$ cat src/logic/rv_pkg.sv
`default_nettype none

package rv_pkg;

    // Major opcodes, inst[6:0]
    typedef enum logic [6:0] {
        OP     = 7'b0110011,
        OP_IMM = 7'b0010011,
        LOAD   = 7'b0000011,
        STORE  = 7'b0100011,
        BRANCH = 7'b1100011,
        JAL    = 7'b1101111,
        JALR   = 7'b1100111,
        LUI    = 7'b0110111,
        AUIPC  = 7'b0010111,
        SYSTEM = 7'b1110011
    } opcode_e;

    // funct3 of loads and stores
    typedef enum logic [2:0] {
        BYTE   = 3'b000,
        HALF   = 3'b001,
        WORD   = 3'b010,
        BYTE_U = 3'b100,
        HALF_U = 3'b101
    } mem_width_e;

    localparam logic [6:0] F7_BASE   = 7'b0000000;
    localparam logic [6:0] F7_ALT    = 7'b0100000; // SUB, SRA, SRAI
    localparam logic [6:0] F7_MULDIV = 7'b0000001;

    localparam logic [31:0] EBREAK_INST = 32'h0010_0073;

    typedef struct packed {
        opcode_e     opcode;
        logic [2:0]  funct3;
        logic [6:0]  funct7;
        logic [4:0]  rd;
        logic [4:0]  rs1_addr;
        logic [4:0]  rs2_addr;
        logic [31:0] imm;          // Sign-extended per format
        logic        reg_write_en;
        logic        is_ebreak;
        logic        inst_invalid;
    } dec_inst_t;

    typedef struct packed {
        logic [31:0] pc;
        logic [4:0]  rd;
        logic        we;
        logic [31:0] wdata;
    } commit_t;

endpackage

`default_nettype wire
$ cat src/logic/inst_decode.sv
`timescale 1ns/1ps
`default_nettype none

module inst_decode import rv_pkg::*; (
    input  wire logic [31:0] inst,
    output dec_inst_t        dec
);

    logic [31:0] imm_i;
    logic [31:0] imm_s;
    logic [31:0] imm_b;
    logic [31:0] imm_u;
    logic [31:0] imm_j;
    logic [2:0]  f3;
    logic [6:0]  f7;
    logic        op_ok;

    assign f3 = inst[14:12];
    assign f7 = inst[31:25];

    assign imm_i = {{20{inst[31]}}, inst[31:20]};
    assign imm_s = {{20{inst[31]}}, inst[31:25], inst[11:7]};
    assign imm_b = {{19{inst[31]}}, inst[31], inst[7], inst[30:25], inst[11:8], 1'b0};
    assign imm_u = {inst[31:12], 12'b0};
    assign imm_j = {{11{inst[31]}}, inst[31], inst[19:12], inst[20], inst[30:21], 1'b0};

    // R-type funct3/funct7 pairs, MULHSU and MULHU left out
    assign op_ok = (f7 == F7_BASE)
                || (f7 == F7_ALT && (f3 == 3'b000 || f3 == 3'b101))
                || (f7 == F7_MULDIV && f3 != 3'b010 && f3 != 3'b011);

    always_comb begin
        dec              = '0;
        dec.opcode       = opcode_e'(inst[6:0]);
        dec.funct3       = f3;
        dec.funct7       = f7;
        dec.rd           = inst[11:7];
        dec.rs1_addr     = inst[19:15];
        dec.rs2_addr     = inst[24:20];
        case (inst[6:0])
            OP: begin
                dec.reg_write_en = 1'b1;
                dec.inst_invalid = !op_ok;
            end
            OP_IMM: begin
                dec.imm          = imm_i;
                dec.reg_write_en = 1'b1;
                if (f3 == 3'b001)
                    dec.inst_invalid = (f7 != F7_BASE);
                else if (f3 == 3'b101)
                    dec.inst_invalid = (f7 != F7_BASE) && (f7 != F7_ALT);
            end
            LOAD: begin
                dec.imm          = imm_i;
                dec.reg_write_en = 1'b1;
                dec.inst_invalid = (f3 == 3'b011) || (f3 == 3'b110) || (f3 == 3'b111);
            end
            STORE: begin
                dec.imm          = imm_s;
                dec.inst_invalid = f3[2] || (f3 == 3'b011);
            end
            BRANCH: begin
                dec.imm          = imm_b;
                dec.inst_invalid = (f3 == 3'b010) || (f3 == 3'b011);
            end
            JAL: begin
                dec.imm          = imm_j;
                dec.reg_write_en = 1'b1;
            end
            JALR: begin
                dec.imm          = imm_i;
                dec.reg_write_en = 1'b1;
                dec.inst_invalid = (f3 != 3'b000);
            end
            LUI, AUIPC: begin
                dec.imm          = imm_u;
                dec.reg_write_en = 1'b1;
            end
            SYSTEM: begin
                dec.is_ebreak    = (inst == EBREAK_INST);
                dec.inst_invalid = (inst != EBREAK_INST); // No CSRs or ECALL
            end
            default: dec.inst_invalid = 1'b1;
        endcase
        if (dec.inst_invalid)
            dec.reg_write_en = 1'b0;
    end

endmodule

`default_nettype wire

$ cat config.mk
export PLATFORM = sky130hd
export DESIGN_NAME = inst_decode
export DESIGN_NICKNAME = d
export VERILOG_FILES = /design/src/logic/rv_pkg.sv /design/src/logic/inst_decode.sv
export SDC_FILE = /design/constraint.sdc
export NUM_CORES = 1
export LEC_CHECK = 0
export BUFFER_PORTS_ARGS = -buffer_cell sky130_fd_sc_hd__buf_4
export CAP_MARGIN = 10
export CORE_MARGIN = 5
export CORE_UTILIZATION = 30
export DETAILED_ROUTE_END_ITERATION = 16
export MAX_ROUTING_LAYER = met4
export PLACE_DENSITY_LB_ADDON = 0.1
export SYNTH_ARGS = -nofsm -noshare
export SYNTH_HDL_FRONTEND = slang
export SYNTH_SLANG_ARGS = --single-unit
export TNS_END_PERCENT = 30
$ cat constraint.sdc
create_clock -name vclk -period 2.4
set_input_delay 0.48 -clock vclk [all_inputs]
set_output_delay 0.48 -clock vclk [all_outputs]
set_load 0.005 [all_outputs]
==> flow_summary.json <==
{
  "cpPeakStageDelay_ps": 270,
  "die_x_um": 65.9,
  "synth_area_um2": 937,
  "cp_max_fo": 6,
  "fin_cells": 239,
  "period_share_pct": 95.0,
  "synth_top_area_share_pct": 25.6,
  "grt_max_degree": 13,
  "coreArea_um2": 3030,
  "hold_buffers": 0,
  "drc": 0,
  "criticalPathCategory": "in -> out",
  "crit_path_top_delay_cell": "a211o_1",
  "end_kind": "output port",
  "final_net_count": 229,
  "grt_pass1_vias": 1109,
  "ys_warn_count": 0,
  "grtUsageTotal_pct": 14.4,
  "cap_violations": 0,
  "syn-instance-count": 128,
  "timing.hold.ws_ps": 1150,
  "start_util_pct": 31.0,
  "synth_seq_area_share_pct": 0,
  "rows": 20,
  "design.seq.count": 0,
  "place_hpwl_um": 2940,
  "power_leakage_nw": 0.882,
  "port-buffer-count": 99,
  "antenna_found_initial": 0,
  "synth.most_common_cell": "buf_4",
  "ios": 99,
  "hold_viol": 0,
  "status": "finished clean",
  "min_period_ps": 2280,
  "ir_drop_v": 0.0000516,
  "rsz0062_at_grt": "false",
  "grt_pass1_wl_um": 5010,
  "fin_util_pct": 50.4,
  "max-slew-margin-rel_pct": 76.0,
  "crit_start": "inst[31]",
  "antennaDiodeCount": 0,
  "ys_top_cells_by_count": "buf_4 (32), a21o_1 (10), a21o_2 (10)",
  "finalPower_uw": 185,
  "finalSetupViolCount": 0,
  "overflow": 0,
  "firstDrtPassIters": 4,
  "synthTopCellsByArea": "buf_4 (26%), a21o_2 (9.3%), a21o_1 (8.0%)",
  "worst_slew_pin_slew_ps": 358,
  "via_count": 1181,
  "die_height_um": 65.9,
  "power.density_nw_per_um2": 121,
  "die_area_um2": 4340,
  "clkbuf_count": 0,
  "syn_area_per_cell_um2": 7.32,
  "drt-vias-per-instance": 4.94,
  "postRouteAntennaNets": 0,
  "seqCellArea_um2": 0,
  "wl_per_cell_um": 14.5,
  "worstHoldStart": "inst[17]",
  "syn_to_final_growth_pct": 62.8,
  "cts_setup_buffers": 0,
  "synth_cell_types": 38,
  "synth_top_cell_by_area": "buf_4",
  "required_ps": 1920,
  "fmax_mhz": 439,
  "maxSlewViolCount": 0,
  "gp_congestion": 0.754,
  "drt-initial-drc-count": 30,
  "final_layout_size_suffix_gt1_share_pct": 66.7,
  "syn_nets": 160,
  "dp_cells": 239,
  "hold_class": "in -> out",
  "worstPathCellList": "buf_4 -> nor4_4 -> buf_4 -> nor2b_2 -> a311o_1 -> o21ai_1 -> a211o_1 -> buf_4",
  "cp.arrival_ps": 1800,
  "routed_wl_um": 3480,
  "critPathMostFrequentCell": "buf_4",
  "startpoint_type": "input pin"
}
## per-stage QoR
| stage | setup WS, ps | cell area (um^2) | TNS (ps) |
|---|---|---|---|
| 2_1_floorplan | 383 | 937 | 0 |
| 3_3_place_gp | 71.4 | 1500 | 0 |
| 3_5_place_dp | -18.6 | 1500 | -18.6 |
| 4_1_cts | 31.2 | 1510 | 0 |
| 5_1_grt | 2.14 | 1530 | 0 |
| 6_report | 121 | 1530 | 0 |
## routing by layer
layer	vias to the layer above	routed length, um	global-route usage, %
met5	-	0	-
met4	0	6	0
met3	2	333	1.87
met2	63	1710	25.8
met1	545	1430	18.2
li1	571	-	-
## power by group
part	leakage [nW]	total [mW]	switching, mW	internal, mW
Clock	0	0	0	0
Combinational	0.882	0.185	0.0793	0.106
Sequential	0	0	0	0
## placed cells by master, fill, tap and decap left out, drive strengths merged, types with 3 or more instances in the layout
cell type / synthesis / layout
buf: 36 / 104
a21o: 20 / 20
o21ai: 7 / 7
nand2: 6 / 6
nor3: 6 / 6
nor4: 6 / 6
and2b: 6 / 6
nor2: 5 / 5
nor2b: 5 / 5
a22o: 4 / 4
nand3: 3 / 3
nand2b: 3 / 3
o21a: 3 / 3
## cell type report
class | instances | area, um^2
Timing Repair Buffer | 104 | 781
Tap cell | 44 | 55.1
Multi-Input combinational cell | 91 | 689
Fill cell | 311 | 1500
## critical path, delay by kind of cell
| kind | cells | cell delay [ps] |
|---|---|---|
| compound gates | 3 | 500 |
| buf+inv | 3 | 430 |
| simple gates | 2 | 380 |
## path summary, 6_finish.rpt
check | end | depth (start not counted) | slack (ps)
min | dec[42] | 2 | 1150
max | dec[0] | 8 | 120
## timing repair
| item | in CTS | in global routing |
|---|---|---|
| setup endpoints to repair | 1 | 4 |
| gates resized for setup | 1 | 5 |
| pin swaps | 0 | 1 |
## kinds of logic after synthesis
logic type             after synthesis  share of synthesized area, %
XOR/XNOR                             1                         0.935
AO/OA/AOI/OAI                       41                          34.3
multiplexers                         1                          1.07
buffers and inverters               37                          29.0
AND/OR/NAND/NOR                     48                          34.7
Power figures use the tool's default switching activity.
